**config.mk**
```make
export PLATFORM = sky130hd
export DESIGN_NAME = ddl_top
export DESIGN_NICKNAME = d
export VERILOG_FILES = /design/src/common/ddl_pkg.sv /design/src/hw/sequencer/ddl_timer.sv /design/src/hw/sequencer/ddl_sequencer.sv /design/src/hw/ddl_wr_path.sv /design/src/hw/ddl_top.sv
export VERILOG_INCLUDE_DIRS = /design/src /design/src/common
export SDC_FILE = /design/constraint.sdc
export NUM_CORES = 1
export LEC_CHECK = 0
export ABC_CLOCK_PERIOD_IN_PS = 2800
export BUFFER_PORTS_ARGS = -buffer_cell sky130_fd_sc_hd__buf_4
export CORE_MARGIN = 2
export CORE_UTILIZATION = 37
export CTS_BUF_LIST = sky130_fd_sc_hd__clkbuf_2
export CTS_CLUSTER_DIAMETER = 60
export DETAILED_ROUTE_END_ITERATION = 8
export PLACE_DENSITY = 0.78
export SLEW_MARGIN = 20
export SYNTH_ARGS = -nofsm -noshare
export SYNTH_HDL_FRONTEND = slang
export SYNTH_HIERARCHICAL = 1
export SYNTH_SLANG_ARGS = --single-unit
export TNS_END_PERCENT = 5
```
**constraint.sdc**
```tcl
create_clock -name clock -period 2.8 [get_ports clock]
set_input_delay 0.42 -clock clock [delete_from_list [all_inputs] [get_ports clock]]
set_output_delay 0.42 -clock clock [all_outputs]
set_load 0.02 [all_outputs]
```
**src/common/ddl_cfg.svh**
```systemverilog
`ifndef DDL_CFG_SVH
`define DDL_CFG_SVH

// Controller and PHY widths
`define DDL_ROW_BITS 13
`define DDL_BANK_BITS 3
`define DDL_DATA_BITS 32
// One mask bit per data byte
`define DDL_MASK_BITS 4

// Wide enough for the ZQ calibration wait
`define DDL_CNT_BITS 10

// Clock-enable high to the first command
`define DDL_T_XPR 5

// Command to command delays, in controller cycles
`define DDL_T_MRD 4
`define DDL_T_RP 3
`define DDL_T_RCD 3
`define DDL_T_RFC 11

// Column commands in the same direction or straight after ACT
`define DDL_T_CCD 4

// Turnaround between directions
`define DDL_T_RTW 6
`define DDL_T_WTR 14

// Column commands with auto-precharge through A10
`define DDL_T_RDA 8
`define DDL_T_WRA 16

// Long-form ZQ calibration
`define DDL_T_ZQINIT 512

// Write latency less the PHY write latency
`define DDL_WR_LEAD 4

// BL8 takes four controller cycles
`define DDL_BURST_CYCLES 4

`endif

```
**src/common/ddl_pkg.sv**
```systemverilog
`default_nettype none

`include "ddl_cfg.svh"

package ddl_pkg;

  // Encoded as the active-low DDR3 {ras, cas, we} pins
  typedef enum logic [2:0] {
    CMD_MRS  = 3'd0,
    CMD_REF  = 3'd1,
    CMD_PRE  = 3'd2,
    CMD_ACT  = 3'd3,
    CMD_WR   = 3'd4,
    CMD_RD   = 3'd5,
    CMD_ZQCL = 3'd6,
    CMD_NOP  = 3'd7
  } ddl_cmd_e;

  // One class of the last issued command for all banks
  typedef enum logic [2:0] {
    ST_IDLE,
    ST_ACTV,
    ST_READ,
    ST_WRIT,
    ST_PREC,
    ST_REFR,
    ST_MODE,
    ST_ZQCL
  } ddl_state_e;

  typedef struct packed {
    ddl_cmd_e                   cmd;
    logic [`DDL_BANK_BITS-1:0]  bank;
    logic [`DDL_ROW_BITS-1:0]   addr;
  } ddl_req_t;

  typedef struct packed {
    logic                       ras_n;
    logic                       cas_n;
    logic                       we_n;
    logic [`DDL_BANK_BITS-1:0]  bank;
    logic [`DDL_ROW_BITS-1:0]   addr;
  } dfi_cmd_t;

  typedef struct packed {
    logic [`DDL_MASK_BITS-1:0]  mask;
    logic [`DDL_DATA_BITS-1:0]  data;
  } ddl_wdata_t;

  typedef struct packed {
    logic [`DDL_DATA_BITS-1:0]  data;
  } ddl_rdata_t;

  typedef logic [`DDL_CNT_BITS-1:0] ddl_cnt_t;

endpackage

`default_nettype wire

```
**src/hw/sequencer/ddl_timer.sv**
```systemverilog
`timescale 1ns/1ps
`default_nettype none

`include "ddl_cfg.svh"

module ddl_timer (
  input  wire                    clock,
  input  wire                    reset,
  input  wire                    load_i,
  input  wire ddl_pkg::ddl_cnt_t delay_i,
  output logic                   ready_o
);

  // Cycles left before the next command may be taken
  ddl_pkg::ddl_cnt_t count_q;

  // The load edge is the first cycle of the delay, so the count
  // starts one short and ready returns D edges after the load
  always_ff @(posedge clock) begin
    if (reset) begin
      count_q <= ddl_pkg::ddl_cnt_t'(`DDL_T_XPR);
    end else if (load_i) begin
      count_q <= delay_i - 1'b1;
    end else if (count_q != '0) begin
      count_q <= count_q - 1'b1;
    end
  end

  assign ready_o = (count_q == '0);

  // A zero delay would wrap to the longest wait
  assert property (@(posedge clock) disable iff (reset)
    load_i |-> (delay_i != '0));

endmodule

`default_nettype wire

```
**src/hw/sequencer/ddl_sequencer.sv**
```systemverilog
`timescale 1ns/1ps
`default_nettype none

`include "ddl_cfg.svh"

module ddl_sequencer (
  input  wire                 clock,
  input  wire                 reset,
  input  wire                 ddr_cke_i,
  input  wire                 ctl_req_i,
  input  wire ddl_pkg::ddl_req_t ctl_cmd_i,
  output logic                ctl_rdy_o,
  output ddl_pkg::dfi_cmd_t   dfi_cmd_o
);

  localparam ddl_pkg::ddl_cnt_t T_MRD    = `DDL_T_MRD;
  localparam ddl_pkg::ddl_cnt_t T_RP     = `DDL_T_RP;
  localparam ddl_pkg::ddl_cnt_t T_RCD    = `DDL_T_RCD;
  localparam ddl_pkg::ddl_cnt_t T_RFC    = `DDL_T_RFC;
  localparam ddl_pkg::ddl_cnt_t T_CCD    = `DDL_T_CCD;
  localparam ddl_pkg::ddl_cnt_t T_RTW    = `DDL_T_RTW;
  localparam ddl_pkg::ddl_cnt_t T_WTR    = `DDL_T_WTR;
  localparam ddl_pkg::ddl_cnt_t T_RDA    = `DDL_T_RDA;
  localparam ddl_pkg::ddl_cnt_t T_WRA    = `DDL_T_WRA;
  localparam ddl_pkg::ddl_cnt_t T_ZQINIT = `DDL_T_ZQINIT;
  // The first live edge after clock-enable rises counts as an accept
  localparam ddl_pkg::ddl_cnt_t T_HOLD   = `DDL_T_XPR + 1;

  ddl_pkg::ddl_state_e        state_q;
  ddl_pkg::ddl_state_e        state_d;
  ddl_pkg::ddl_cmd_e          cmd_q;
  logic [`DDL_BANK_BITS-1:0]  bank_q;
  logic [`DDL_ROW_BITS-1:0]   addr_q;
  ddl_pkg::ddl_cnt_t          delay;
  ddl_pkg::ddl_cnt_t          timer_delay;
  logic                       timer_load;
  logic                       timer_ready;
  logic                       accept;
  logic                       legal;
  logic                       issue;
  logic                       auto_pre;

  assign ctl_rdy_o = timer_ready & ddr_cke_i;
  assign accept    = ctl_req_i & ctl_rdy_o;
  assign auto_pre  = ctl_cmd_i.addr[10];
  assign issue     = accept & legal;

  // Legality, next class and delay for the requested command
  always_comb begin
    legal   = 1'b0;
    state_d = state_q;
    delay   = T_CCD;
    case (ctl_cmd_i.cmd)
      ddl_pkg::CMD_MRS: begin
        legal   = state_q inside {ddl_pkg::ST_IDLE, ddl_pkg::ST_PREC, ddl_pkg::ST_MODE};
        state_d = ddl_pkg::ST_MODE;
        delay   = T_MRD;
      end
      ddl_pkg::CMD_REF: begin
        legal   = state_q inside {ddl_pkg::ST_IDLE, ddl_pkg::ST_PREC, ddl_pkg::ST_REFR,
                                  ddl_pkg::ST_MODE, ddl_pkg::ST_ZQCL};
        state_d = ddl_pkg::ST_REFR;
        delay   = T_RFC;
      end
      ddl_pkg::CMD_PRE: begin
        legal   = 1'b1;
        state_d = ddl_pkg::ST_PREC;
        delay   = T_RP;
      end
      ddl_pkg::CMD_ACT: begin
        legal   = (state_q != ddl_pkg::ST_MODE);
        state_d = ddl_pkg::ST_ACTV;
        delay   = T_RCD;
      end
      ddl_pkg::CMD_WR: begin
        legal = state_q inside {ddl_pkg::ST_ACTV, ddl_pkg::ST_READ, ddl_pkg::ST_WRIT};
        if (auto_pre) begin
          state_d = ddl_pkg::ST_PREC;
          delay   = T_WRA;
        end else begin
          state_d = ddl_pkg::ST_WRIT;
          delay   = (state_q == ddl_pkg::ST_READ) ? T_RTW : T_CCD;
        end
      end
      ddl_pkg::CMD_RD: begin
        legal = state_q inside {ddl_pkg::ST_ACTV, ddl_pkg::ST_READ, ddl_pkg::ST_WRIT};
        if (auto_pre) begin
          state_d = ddl_pkg::ST_PREC;
          delay   = T_RDA;
        end else begin
          state_d = ddl_pkg::ST_READ;
          delay   = (state_q == ddl_pkg::ST_WRIT) ? T_WTR : T_CCD;
        end
      end
      ddl_pkg::CMD_ZQCL: begin
        legal   = state_q inside {ddl_pkg::ST_IDLE, ddl_pkg::ST_MODE};
        state_d = ddl_pkg::ST_ZQCL;
        delay   = T_ZQINIT;
      end
      // NOP is never issued
      default: begin
        legal = 1'b0;
      end
    endcase
  end

  // Clock-enable low keeps the timer parked at the init wait
  assign timer_load  = issue | ~ddr_cke_i;
  assign timer_delay = ddr_cke_i ? delay : T_HOLD;

  ddl_timer u_timer (
    .clock   (clock),
    .reset   (reset),
    .load_i  (timer_load),
    .delay_i (timer_delay),
    .ready_o (timer_ready)
  );

  always_ff @(posedge clock) begin
    if (reset || !ddr_cke_i) begin
      state_q <= ddl_pkg::ST_IDLE;
      cmd_q   <= ddl_pkg::CMD_NOP;
    end else begin
      if (issue) begin
        state_q <= state_d;
      end
      cmd_q <= issue ? ctl_cmd_i.cmd : ddl_pkg::CMD_NOP;
    end
  end

  // Bank and address stay on the bus between commands
  always_ff @(posedge clock) begin
    if (issue) begin
      bank_q <= ctl_cmd_i.bank;
      addr_q <= ctl_cmd_i.addr;
    end
  end

  always_comb begin
    dfi_cmd_o.ras_n = cmd_q[2];
    dfi_cmd_o.cas_n = cmd_q[1];
    dfi_cmd_o.we_n  = cmd_q[0];
    dfi_cmd_o.bank  = bank_q;
    dfi_cmd_o.addr  = addr_q;
  end

  // Column commands reach the PHY only after a row was opened
  assert property (@(posedge clock) disable iff (reset)
    (dfi_cmd_o.ras_n && !dfi_cmd_o.cas_n) |-> ($past(state_q) != ddl_pkg::ST_IDLE));

  // A refused request leaves the class, the bus and ready alone
  assert property (@(posedge clock) disable iff (reset || !ddr_cke_i)
    (accept && !legal) |=> ($stable(state_q) && cmd_q == ddl_pkg::CMD_NOP && ctl_rdy_o));

  assert property (@(posedge clock) disable iff (reset)
    (accept && ctl_cmd_i.cmd != ddl_pkg::CMD_NOP) |-> legal)
    else $warning("DDL refused %s in state %s", ctl_cmd_i.cmd.name(), state_q.name());

endmodule

`default_nettype wire

```
**src/hw/ddl_wr_path.sv**
```systemverilog
`timescale 1ns/1ps
`default_nettype none

`include "ddl_cfg.svh"

module ddl_wr_path (
  input  wire  clock,
  input  wire  reset,
  input  wire  wr_start_i,
  output logic dfi_wstb_o,
  output logic dfi_wren_o
);

  localparam int LEAD  = `DDL_WR_LEAD;
  localparam int BURST = `DDL_BURST_CYCLES;
  localparam int DEPTH = LEAD + BURST;
  // Cycles from the end of a clear T_CCD window to the strobe tail
  localparam int TAIL  = LEAD + BURST - `DDL_T_CCD;

  // One bit per WR issue, walking towards the PHY
  logic [DEPTH-1:0] wr_sr_q;

  always_ff @(posedge clock) begin
    if (reset) begin
      wr_sr_q <= '0;
    end else begin
      wr_sr_q <= {wr_sr_q[DEPTH-2:0], wr_start_i};
    end
  end

  // wr_start_i is already one cycle after the accept
  assign dfi_wstb_o = |wr_sr_q[LEAD-1 +: BURST];

  // Same window one cycle later
  assign dfi_wren_o = |wr_sr_q[LEAD +: BURST];

  // Without a follow-on WR the strobe ends after one burst
  assert property (@(posedge clock) disable iff (reset)
    (wr_start_i ##1 (!wr_start_i) [* `DDL_T_CCD]) |-> ##TAIL !dfi_wstb_o);

endmodule

`default_nettype wire

```
**src/hw/ddl_top.sv**
```systemverilog
`timescale 1ns/1ps
`default_nettype none

module ddl_top (
  input  wire                      clock,
  input  wire                      reset,
  input  wire                      ddr_cke_i,

  // Controller command port
  input  wire                      ctl_req_i,
  input  wire ddl_pkg::ddl_req_t   ctl_cmd_i,
  output logic                     ctl_rdy_o,

  // Controller data ports
  input  wire ddl_pkg::ddl_wdata_t mem_wdata_i,
  output logic                     mem_wready_o,
  output logic                     mem_rvalid_o,
  output ddl_pkg::ddl_rdata_t      mem_rdata_o,

  // PHY side
  output ddl_pkg::dfi_cmd_t        dfi_cmd_o,
  output logic                     dfi_wstb_o,
  output logic                     dfi_wren_o,
  output ddl_pkg::ddl_wdata_t      dfi_wdata_o,
  input  wire                      dfi_rvld_i,
  input  wire ddl_pkg::ddl_rdata_t dfi_rdata_i
);

  logic wr_start;
  logic wr_enable;

  ddl_sequencer u_sequencer (
    .clock     (clock),
    .reset     (reset),
    .ddr_cke_i (ddr_cke_i),
    .ctl_req_i (ctl_req_i),
    .ctl_cmd_i (ctl_cmd_i),
    .ctl_rdy_o (ctl_rdy_o),
    .dfi_cmd_o (dfi_cmd_o)
  );

  // A WR on the PHY bus starts a burst
  assign wr_start = ({dfi_cmd_o.ras_n, dfi_cmd_o.cas_n, dfi_cmd_o.we_n} == ddl_pkg::CMD_WR);

  ddl_wr_path u_wr_path (
    .clock      (clock),
    .reset      (reset),
    .wr_start_i (wr_start),
    .dfi_wstb_o (dfi_wstb_o),
    .dfi_wren_o (wr_enable)
  );

  // Controller supplies write data in step with the PHY enable
  assign dfi_wren_o   = wr_enable;
  assign mem_wready_o = wr_enable;

  // Data goes straight through without buffering
  assign dfi_wdata_o  = mem_wdata_i;
  assign mem_rvalid_o = dfi_rvld_i;
  assign mem_rdata_o  = dfi_rdata_i;

endmodule

`default_nettype wire

```
==> results.sh, run 1 <==
export IMPL_die_x_um=84.9
export IMPL_fmax_mhz=376
export IMPL_area_growth_synth_to_final_pct=5.43
export IMPL_power_internal_mw=0.765
export IMPL_drtAntennaViolNets=0
export IMPL_hp_class="input port to flip-flop"
export IMPL_wl_met3_um=967
export IMPL_ios=184
export IMPL_wl_met1_mm=1.83
export IMPL_irDropWorstVdd_uv=312
export IMPL_fillers=597
export IMPL_crit_path_max_fanout=6
export IMPL_cts_buffers=5
export IMPL_grt_ovfl_total=0
export IMPL_fp_row_count=29
export IMPL_grt_pass1_wl_mm=8.33
export IMPL_critPathLaunchType="flip-flop"
export IMPL_drv_cap=0
export IMPL_p_leak_nw=1.04
export IMPL_first_iter_violations=118
export IMPL_netlist_area_mm2=0.00242
export IMPL_dr_pass1_iters=4
export IMPL_postCtsHoldBufs=0
export IMPL_dp_hpwl_mm=4.48
export IMPL_clk_latency_ns=0.38
export IMPL_core_area_mm2=0.00635
export IMPL_outcome="finished, final reports clean"
export IMPL_sw_frac_of_total_pct=26.5
export IMPL_wl_per_cell_um=16.8
export IMPL_dieArea_mm2=0.00720
export IMPL_critical_path_slowest_cell="dfxtp_1"
export IMPL_power_density_mw_per_mm2=408
export IMPL_skew_ns=0.0318
export IMPL_grtUsageTotal_pct=14.4
export IMPL_vias=1710
export IMPL_cp_end_kind="flip-flop"
export IMPL_syn_area_per_cell_um2=9.56
export IMPL_nets=347
export IMPL_period_share_pct=94.9
export IMPL_final_cells=332
export IMPL_antennaDiodeCount=0
export IMPL_yosysSeqAreaShare_pct=39.7
export IMPL_dp_cells=323
export IMPL_maxUsedRoutingLayer="met4"
export IMPL_switchingPower_mw=0.275
export IMPL_grt_max_degree=17
export IMPL_ys_ff_latch=40
export IMPL_synth_edff_count=16
export IMPL_yosysWarningCount=6
export IMPL_cts_sinks=40
export IMPL_crit_chain="nor4_2 -> and3_4 -> and2_4 -> and3_4 -> nand2_2 -> nand2_4 -> mux2i_2 -> ha_2 -> nor3b_1 -> xnor2_1 -> a211oi_2"
export IMPL_io_buffers=45
export IMPL_antenna_found_initial=0
export IMPL_tritoncts="built"
export IMPL_finalCriticalPeriod_ns=2.66
export IMPL_setup_violations=0
export IMPL_die_h_um=84.9
export IMPL_gp_congestion=0.868
export IMPL_clk_path_buf_depth=2
export IMPL_p_seq_share_pct=60.8
export IMPL_vias_per_cell=5.15
export IMPL_yosys_cell_types_count=47
export IMPL_drv_slew=0
export IMPL_grt_pass1_vias=1624
export IMPL_cp_arrival_ns=2.98
export IMPL_p_clk_share_pct=22.4
export IMPL_slowest_delay_ns=0.37
export IMPL_drive_gt1_share_pct=34.1
export IMPL_dr_wl_met2_mm=2.71
export IMPL_synth_cells=253
export IMPL_critPathKind="flip-flop to flip-flop"
export IMPL_wl_mm=5.58
export IMPL_utilization_pct=40.2
export IMPL_required_ns=3.13
export IMPL_finalPower_mw=1.04
export IMPL_synthArstFlopShare_pct=0
export IMPL_initial_core_util_pct=38.1
export IMPL_ys_flop_type="dfxtp_1"
export IMPL_clockRootBuffer="clkbuf_2"
export IMPL_path_clk_slew_ns=0.21
export IMPL_drc=0
export IMPL_power_share_combinational_pct=16.8
export IMPL_crit_top_cell="and3_4"
export IMPL_final_hold_viol_count=0
export IMPL_htreeDepth=2
==> registers in the layout, summed over array words and instances, names as in the netlist <==
signal	flops
u_sequencer/addr_q	13
u_sequencer/u_timer/count_q	10
u_wr_path/wr_sr_q	8
u_sequencer/bank_q	3
u_sequencer/cmd_q	3
u_sequencer/state_q	3
==> routing by layer <==
metal	up-vias	track usage [%]
met5	-	0
li1	802	-
met2	121	25.4
met3	16	10.8
met1	771	12.8
met4	0	4.62
==> layout make-up <==
class,instances,area (um2),area share [%]
clock buffer,5,25.0,0.981
clock inverter,3,13.8,0.540
inverter,4,15.0,0.589
multi-input combinational,143,985,38.6
sequential,40,965,37.8
tap,77,96.3,3.78
timing repair buffer,60,450,17.7
==> cell usage after synthesis (all sizes together) (4+ instances only) <==
master	n	area (um2)
or3	4	25.0
xnor2	4	35.0
mux2i	10	100
buf	73	541
clkbuf	5	18.8
nor2	12	45.0
nand3	5	25.0
nand2b	5	31.3
inv	4	15.0
o21ai	6	30.0
nand2	8	32.5
nor3b	6	50.1
a21oi	7	35.0
edfxtp	16	480
nor2b	8	50.1
nor4	4	25.0
nor3	12	65.1
dfxtp	24	480
==> path summary, 6_finish.rpt <==
| path | start | end | slack (ns) | cells past startpoint |
|---|---|---|---|---|
| max | u_sequencer/u_timer/count_q[9] | u_sequencer/u_timer/count_q[4] | 0.14 | 11 |
| min | ctl_cmd_i[8] | u_sequencer/addr_q[8] | 0.20 | 1 |
| max reg2reg | u_sequencer/u_timer/count_q[9] | u_sequencer/u_timer/count_q[4] | 0.14 | 11 |
| min reg2reg | u_wr_path/wr_sr_q[2] | u_wr_path/wr_sr_q[3] | 0.46 | 1 |
==> kinds of logic after synthesis <==
logic type      Yosys count  synth area share, %
other cells               1                0.155
simple gates             82                 20.7
fa+ha+maj                 1                0.517
xor+xnor                  7                 2.53
buf+inv                  82                 23.7
mux                      10                 4.14
compound gates           30                 8.48
flops                    40                 39.7
==> layout by cell type, fill, tap and decap left out, types with 4 or more instances in the layout <==
cell type and count:
nor2b_1 8, nand2_1 6, nor2_1 12, inv_1 4, mux2i_1 9, nand3_1 5, edfxtp_1 16, a21oi_1 7
o21ai_0 6, or3_1 4, conb_1 13, buf_4 60, dfxtp_1 21, clkbuf_2 5, nand2b_1 5, xnor2_1 4
nor3b_1 4, nor3_1 11
==> critical path, delay by kind of cell, from the launching register on <==
family	cells	cell delay, ns
flops	1	0.37
compound gates	1	0.24
xor+xnor	1	0.13
fa+ha+maj	1	0.25
simple gates	7	1.35
mux	1	0.25
==> power by group through the flow <==
stage	logic [mW]	clock network [mW]	registers, mW
floorplan	0.245	0	0.642
global placement	0.161	0	0.642
detailed placement	0.164	0	0.642
CTS	0.164	0.245	0.630
global route	0.191	0.258	0.635
finish	0.174	0.233	0.633
==> metrics by stage <==
step | instance area, um2 | hold slack [ns] | setup TNS (ns) | setup WS, ns
final | 2550 | 0.205 | 0 | 0.142
after global routing | 2550 | 0.171 | -0.0227 | -0.0227
after CTS | 2510 | 0.178 | 0 | 0.0352
after floorplan | 2500 | 0.414 | 0 | 0.00778
after detailed placement | 2470 | 0.435 | -0.0143 | -0.0143
after global placement | 2470 | 0.423 | 0 | 0.0749
==> what timing repair did <==
action                     4_1_cts  5_1_grt
buffers inserted                 0        1
gates resized for setup          0        9
setup endpoints to repair        0        5
No activity file was read; power rests on OpenSTA's default activity.
==> run 2, diff against run 1 <==
--- a/config.mk
+++ b/config.mk
@@ -13,8 +13,7 @@
 export CTS_BUF_LIST = sky130_fd_sc_hd__clkbuf_2
 export CTS_CLUSTER_DIAMETER = 60
 export DETAILED_ROUTE_END_ITERATION = 8
-export PLACE_DENSITY = 0.78
-export SLEW_MARGIN = 20
+export PLACE_DENSITY = 0.76
 export SYNTH_ARGS = -nofsm -noshare
 export SYNTH_HDL_FRONTEND = slang
 export SYNTH_HIERARCHICAL = 1
==> run 2 against run 1 <==
  * Core utilization up 1.1 points
  * Hold slack got worse by 0.0011 ns
  * Cell count up 0.90%
  * Wire length is 3.8% higher
  * Clock skew decreased by 0.024 ns
  * Global-route usage rose by 1.4 points
  * First-iteration DRC count rose by 12%
  * Sequential cell count unchanged
  * Highest routed layer unchanged
  * Cell area is 2.7% higher
  * Combinational power rose by 9%
  * Die area stayed put
  * Via count increased by 0.58%
==> results.sh, run 2 (synthesized netlist as in run 1, its figures left out) <==
export IMPL_antenna_found_initial=0
export IMPL_dieArea_mm2=0.00720
export IMPL_fp_row_count=29
export IMPL_utilization_pct=41.3
export IMPL_finalCriticalPeriod_ns=2.70
export IMPL_final_hold_viol_count=0
export IMPL_tritoncts="built"
export IMPL_nets=350
export IMPL_reg2reg_slack_ns=0.1
export IMPL_dp_hpwl_mm=4.66
export IMPL_first_iter_violations=132
export IMPL_hp_class="input port to flip-flop"
export IMPL_cp_num_buf_inv=0
export IMPL_io_buffers=45
export IMPL_power_density_mw_per_mm2=442
export IMPL_fmax_mhz=370
export IMPL_setup_violations=0
export IMPL_cpLargestDelayFamily="simple AND/OR/NAND/NOR gates"
export IMPL_initial_core_util_pct=38.1
export IMPL_worstHoldEndpoint="u_sequencer/bank_q[2]"
export IMPL_clk_latency_ns=0.38
export IMPL_grt_pass1_vias=1671
export IMPL_grtUsageTotal_pct=15.8
export IMPL_clockRootBuffer="clkbuf_2"
export IMPL_cp_end_kind="flip-flop"
export IMPL_irDropWorstVdd_uv=233
export IMPL_wl_mm=5.79
export IMPL_reg2reg_depth=10
export IMPL_drv_cap=0
export IMPL_drtAntennaViolNets=0
export IMPL_drc=0
export IMPL_path_clk_slew_ns=0.20
export IMPL_tightest_slew_ns=0.601
export IMPL_vias_per_cell=5.13
export IMPL_r2r_end="u_sequencer/u_timer/count_q[7]"
export IMPL_grt_max_degree=17
export IMPL_cp_arrival_ns=2.99
export IMPL_critical_path_slowest_cell="or4b_4"
export IMPL_antennaDiodeCount=0
export IMPL_drive_gt1_share_pct=35.7
export IMPL_die_h_um=84.9
export IMPL_vias=1720
export IMPL_hold_depth=1
export IMPL_regMostFlops="u_sequencer/addr_q"
export IMPL_clk_path_buf_depth=2
export IMPL_outcome="finished, final reports clean"
export IMPL_regArea_um2=965
export IMPL_layout_commonest_cell="buf_4"
export IMPL_grt_ovfl_total=0
export IMPL_postCtsHoldBufs=0
export IMPL_drv_slew=0
export IMPL_critPathKind="flip-flop to flip-flop"
export IMPL_dr_pass1_iters=4
export IMPL_core_area_mm2=0.00635
export IMPL_cts_buffers=5
export IMPL_period_share_pct=96.5
export IMPL_crit_path_max_fanout=6
export IMPL_area_growth_synth_to_final_pct=8.33
export IMPL_ios=184
export IMPL_grt_pass1_wl_mm=9.01
export IMPL_htreeDepth=2
export IMPL_slowest_delay_ns=0.49
export IMPL_cts_sinks=40
export IMPL_die_x_um=84.9
export IMPL_critPathLaunchType="flip-flop"
export IMPL_crit_chain="nor4_4 -> and3_4 -> and2_4 -> and3_4 -> nand2_2 -> nand2_4 -> or4b_4 -> a2bb2o_4 -> nor3_1 -> nor3_2"
export IMPL_fillers=587
export IMPL_reg2reg_from="u_sequencer/u_timer/count_q[6]"
export IMPL_largest_reg_flops=13
export IMPL_wl_per_cell_um=17.3
export IMPL_hold_path_startpoint="ctl_cmd_i[15]"
export IMPL_slew_headroom_pct=59.9
export IMPL_gp_congestion=0.885
export IMPL_skew_ns=0.00819
export IMPL_multiInputGateArea_mm2=0.00101
export IMPL_reg_top3="u_sequencer/addr_q x13, u_sequencer/u_timer/count_q x10, u_wr_path/wr_sr_q x8"
export IMPL_finalPower_mw=1.16
export IMPL_p_leak_nw=1.07
export IMPL_crit_top_cell="and3_4"
export IMPL_tns_ns=0
export IMPL_required_ns=3.09
export IMPL_final_cell_mix="63 x buf_4, 23 x dfxtp_1, 16 x edfxtp_1, 13 x conb_1, 12 x nor2_1"
[run 2: cell types whose count changed in the layout (fill, tap and decap cells not counted), sizes merged]
cell and delta:
clkbuf +1, clkinv -2, bufinv +1, buf +3
[run 2: metal layers]
metal | vias up | track usage, % | wire length [um]
met5 | - | 0 | 0
met4 | 0 | 6.06 | 162
met3 | 21 | 10.6 | 958
met2 | 120 | 27.1 | 2790
met1 | 767 | 14.9 | 1880
li1 | 812 | - | -
[run 2: worst register-to-register path, delay by kind of cell, from the launching register on]
family           cells  cell delay [ns]
AND/OR/NAND/NOR      9             1.96
flip-flops           1             0.40
AO/OA/AOI/OAI        1             0.26
[run 2: worst max-delay path by stage]
stage                                         from                              to  slack (ns)  cells after the start
finish              u_sequencer/u_timer/count_q[6]  u_sequencer/u_timer/count_q[7]         0.1                     10
detailed placement                   ctl_cmd_i[16]  u_sequencer/u_timer/count_q[4]       -0.09                     12
floorplan           u_sequencer/u_timer/count_q[8]  u_sequencer/u_timer/count_q[4]       0.008                     14
global route        u_sequencer/u_timer/count_q[6]  u_sequencer/u_timer/count_q[8]       -0.05                     12
CTS                 u_sequencer/u_timer/count_q[8]  u_sequencer/u_timer/count_q[4]        0.03                     12
global placement    u_sequencer/u_timer/count_q[8]  u_sequencer/u_timer/count_q[4]        0.05                     12
[run 2: metrics by stage]
| step | hold WS (ns) | setup slack [ns] | cells | area [um2] |
|---|---|---|---|---|
| floorplan | 0.414 | 0.00778 | 265 | 2500 |
| global placement | 0.421 | 0.0543 | 323 | 2470 |
| detailed placement | 0.431 | -0.0853 | 323 | 2470 |
| CTS | 0.175 | 0.0349 | 331 | 2550 |
| global route | 0.156 | -0.0541 | 335 | 2620 |
| finish | 0.204 | 0.0971 | 335 | 2620 |
[run 2: power breakdown]
group          internal, mW  switching (mW)
sequential            0.618          0.0135
clock                 0.154           0.183
combinational        0.0991          0.0898
total                 0.871           0.286
[run 2: what timing repair did]
action / 4_1_cts / 5_1_grt
gates cloned: 0 / 0
setup endpoints to repair: 4 / 5
pin swaps: 0 / 5
resized for setup: 3 / 9
endpoints found under the hold margin: 0 / 0
setup buffers: 0 / 4
[run 2: cell type report]
cell class	count	share of cell area, %
well taps	77	3.68
multi-input cells	143	38.4
repair buffers	63	18.1
clock inverters	2	1.34
inverters	4	0.573
clock buffers	6	1.15
flip-flops and latches	40	36.8
==> run 3, diff against run 2 <==
--- a/config.mk
+++ b/config.mk
@@ -8,12 +8,12 @@
 export LEC_CHECK = 0
 export ABC_CLOCK_PERIOD_IN_PS = 2800
 export BUFFER_PORTS_ARGS = -buffer_cell sky130_fd_sc_hd__buf_4
-export CORE_MARGIN = 2
 export CORE_UTILIZATION = 37
 export CTS_BUF_LIST = sky130_fd_sc_hd__clkbuf_2
 export CTS_CLUSTER_DIAMETER = 60
 export DETAILED_ROUTE_END_ITERATION = 8
 export PLACE_DENSITY = 0.76
+export SKIP_CTS_REPAIR_TIMING = 1
 export SYNTH_ARGS = -nofsm -noshare
 export SYNTH_HDL_FRONTEND = slang
 export SYNTH_HIERARCHICAL = 1
==> run 3 against run 2 <==
  * Non-clock buffer count decreased by 4
  * Die area decreased by 4.7%
  * Power decreased by 9.2%
  * Sequential cell count unchanged
  * Global-route usage increased by 0.78 points
  * Core utilization decreased by 1.1 points
  * Setup slack improved by 0.11 ns
  * Clock-buffer cell count decreased by 1
==> results.sh, run 3 (synthesized netlist as in run 1, its figures left out) <==
export IMPL_reg2reg_depth=12
export IMPL_die_h_um=82.9
export IMPL_io_buffers=45
export IMPL_crit_path_max_fanout=8
export IMPL_irDropWorstVdd_uv=315
export IMPL_antenna_found_initial=0
export IMPL_reg2reg_from="u_sequencer/u_timer/count_q[8]"
export IMPL_worstHoldEndpoint="u_sequencer/bank_q[2]"
export IMPL_grt_ovfl_total=0
export IMPL_cpLargestDelayFamily="simple AND/OR/NAND/NOR gates"
export IMPL_clockRootBuffer="clkbuf_2"
export IMPL_fillers=625
export IMPL_vias_per_cell=5.04
export IMPL_reg_top3="u_sequencer/addr_q x13, u_sequencer/u_timer/count_q x10, u_wr_path/wr_sr_q x8"
export IMPL_critPathLaunchType="flip-flop"
export IMPL_crit_start="u_sequencer/u_timer/count_q[8]"
export IMPL_period_share_pct=92.7
export IMPL_power_density_mw_per_mm2=414
export IMPL_gp_congestion=0.811
export IMPL_setup_violations=0
export IMPL_hold_path_startpoint="ctl_cmd_i[15]"
export IMPL_grt_pass1_wl_mm=8.72
export IMPL_vias=1667
export IMPL_crit_chain="nor4_4 -> and3_1 -> and2_4 -> and3_4 -> nand2_2 -> nand2_4 -> mux2i_2 -> ha_2 -> nor3b_2 -> xor2_1 -> nor2_1 -> a211oi_1"
export IMPL_wl_mm=5.84
export IMPL_grt_max_degree=17
export IMPL_area_growth_synth_to_final_pct=4.76
export IMPL_p_leak_nw=1.04
export IMPL_grtUsageTotal_pct=16.6
export IMPL_largest_reg_flops=13
export IMPL_drc=0
export IMPL_tightest_slew_ns=0.600
export IMPL_ios=184
export IMPL_hold_depth=1
export IMPL_layout_commonest_cell="buf_4"
export IMPL_drv_slew=0
export IMPL_fmax_mhz=385
export IMPL_drv_cap=0
export IMPL_dp_cells=323
export IMPL_cp_num_buf_inv=0
export IMPL_path_clk_slew_ns=0.21
export IMPL_final_cells=331
export IMPL_drtAntennaViolNets=0
export IMPL_slew_headroom_pct=60.0
export IMPL_cp_end_kind="flip-flop"
export IMPL_hold_slack_ns=0.175
export IMPL_required_ns=3.14
export IMPL_dp_hpwl_mm=4.86
export IMPL_outcome="finished, final reports clean"
export IMPL_final_cell_mix="59 x buf_4, 24 x dfxtp_1, 16 x edfxtp_1, 13 x conb_1, 12 x nor2_1"
export IMPL_tritoncts="built"
export IMPL_skew_ns=0.0253
export IMPL_r2r_end="u_sequencer/u_timer/count_q[4]"
export IMPL_slowest_delay_ns=0.39
export IMPL_drive_gt1_share_pct=32.3
export IMPL_initial_core_util_pct=38.3
export IMPL_clk_path_buf_depth=2
export IMPL_finalCriticalPeriod_ns=2.60
export IMPL_core_area_mm2=0.00631
export IMPL_hp_class="input port to flip-flop"
export IMPL_htreeDepth=2
export IMPL_dr_pass1_iters=4
export IMPL_cts_sinks=40
export IMPL_regArea_um2=961
export IMPL_wl_per_cell_um=17.6
export IMPL_critical_path_slowest_cell="dfxtp_1"
export IMPL_reg2reg_slack_ns=0.20
export IMPL_dieArea_mm2=0.00686
export IMPL_grt_pass1_vias=1588
export IMPL_cts_buffers=5
export IMPL_first_iter_violations=87
export IMPL_multiInputGateArea_um2=975
export IMPL_nets=346
export IMPL_die_x_um=82.9
export IMPL_antennaDiodeCount=0
export IMPL_critPathKind="flip-flop to flip-flop"
export IMPL_clk_latency_ns=0.40
export IMPL_regMostFlops="u_sequencer/addr_q"
export IMPL_final_hold_viol_count=0
export IMPL_fp_row_count=29
export IMPL_cp_arrival_ns=2.94
[run 3: layout make-up]
type | count | share of cell area (%)
Clock inverter | 3 | 0.741
Sequential cell | 40 | 37.9
Multi-Input combinational cell | 143 | 38.5
Inverter | 4 | 0.593
Timing Repair Buffer | 59 | 17.5
Clock buffer | 5 | 0.988
Tap cell | 77 | 3.80
[run 3: worst max path at each step]
stage | to | slack (ns) | depth (start not counted)
finish | u_sequencer/u_timer/count_q[4] | 0.20 | 12
global route | u_sequencer/u_timer/count_q[8] | -0.005 | 12
CTS | u_sequencer/u_timer/count_q[8] | 0.02 | 12
detailed placement | u_sequencer/u_timer/count_q[4] | -0.03 | 12
global placement | u_sequencer/u_timer/count_q[9] | 0.04 | 10
floorplan | u_sequencer/u_timer/count_q[4] | 0.008 | 14
[run 3: per-stage QoR]
step / cell area, um2 / setup slack, ns / setup TNS [ns] / power, mW / util (%)
2_1_floorplan: 2500 / 0.00778 / 0 / 0.887 / -
3_3_place_gp: 2470 / 0.0362 / 0 / 0.802 / 39.1
3_5_place_dp: 2470 / -0.0280 / -0.0280 / 0.806 / 39.1
4_1_cts: 2510 / 0.0247 / 0 / 1.06 / 39.8
5_1_grt: 2530 / -0.00511 / -0.00511 / 1.10 / 40.1
6_report: 2530 / 0.203 / 0 / 1.05 / 40.1
[run 3: report_power, final]
part	total [mW]	internal (mW)	leakage (nW)	switching [mW]
Clock	0.251	0.0604	0.0327	0.190
Sequential	0.632	0.618	0.339	0.0133
Combinational	0.168	0.0870	0.664	0.0807
Total	1.05	0.766	1.04	0.284
[run 3: per-layer routing]
layer | wire [um] | vias up | global-route usage, % | part of all wire [%]
met2 | 2780 | 112 | 28.6 | 48
met5 | 0 | - | 0 | 0
li1 | - | 802 | - | -
met3 | 1050 | 20 | 12.1 | 18
met1 | 1810 | 733 | 13.9 | 31
met4 | 199 | 0 | 8.46 | 3.4
[run 3: worst reg2reg max path, stage by stage, from the launching register on]
cell and delay, ns:
dfxtp_1 0.39, nor4_4 0.30, and3_1 0.23, and2_4 0.16
and3_4 0.20, nand2_2 0.07, nand2_4 0.12, mux2i_2 0.25
ha_2 0.22, nor3b_2 0.18, xor2_1 0.16, nor2_1 0.05
a211oi_1 0.19
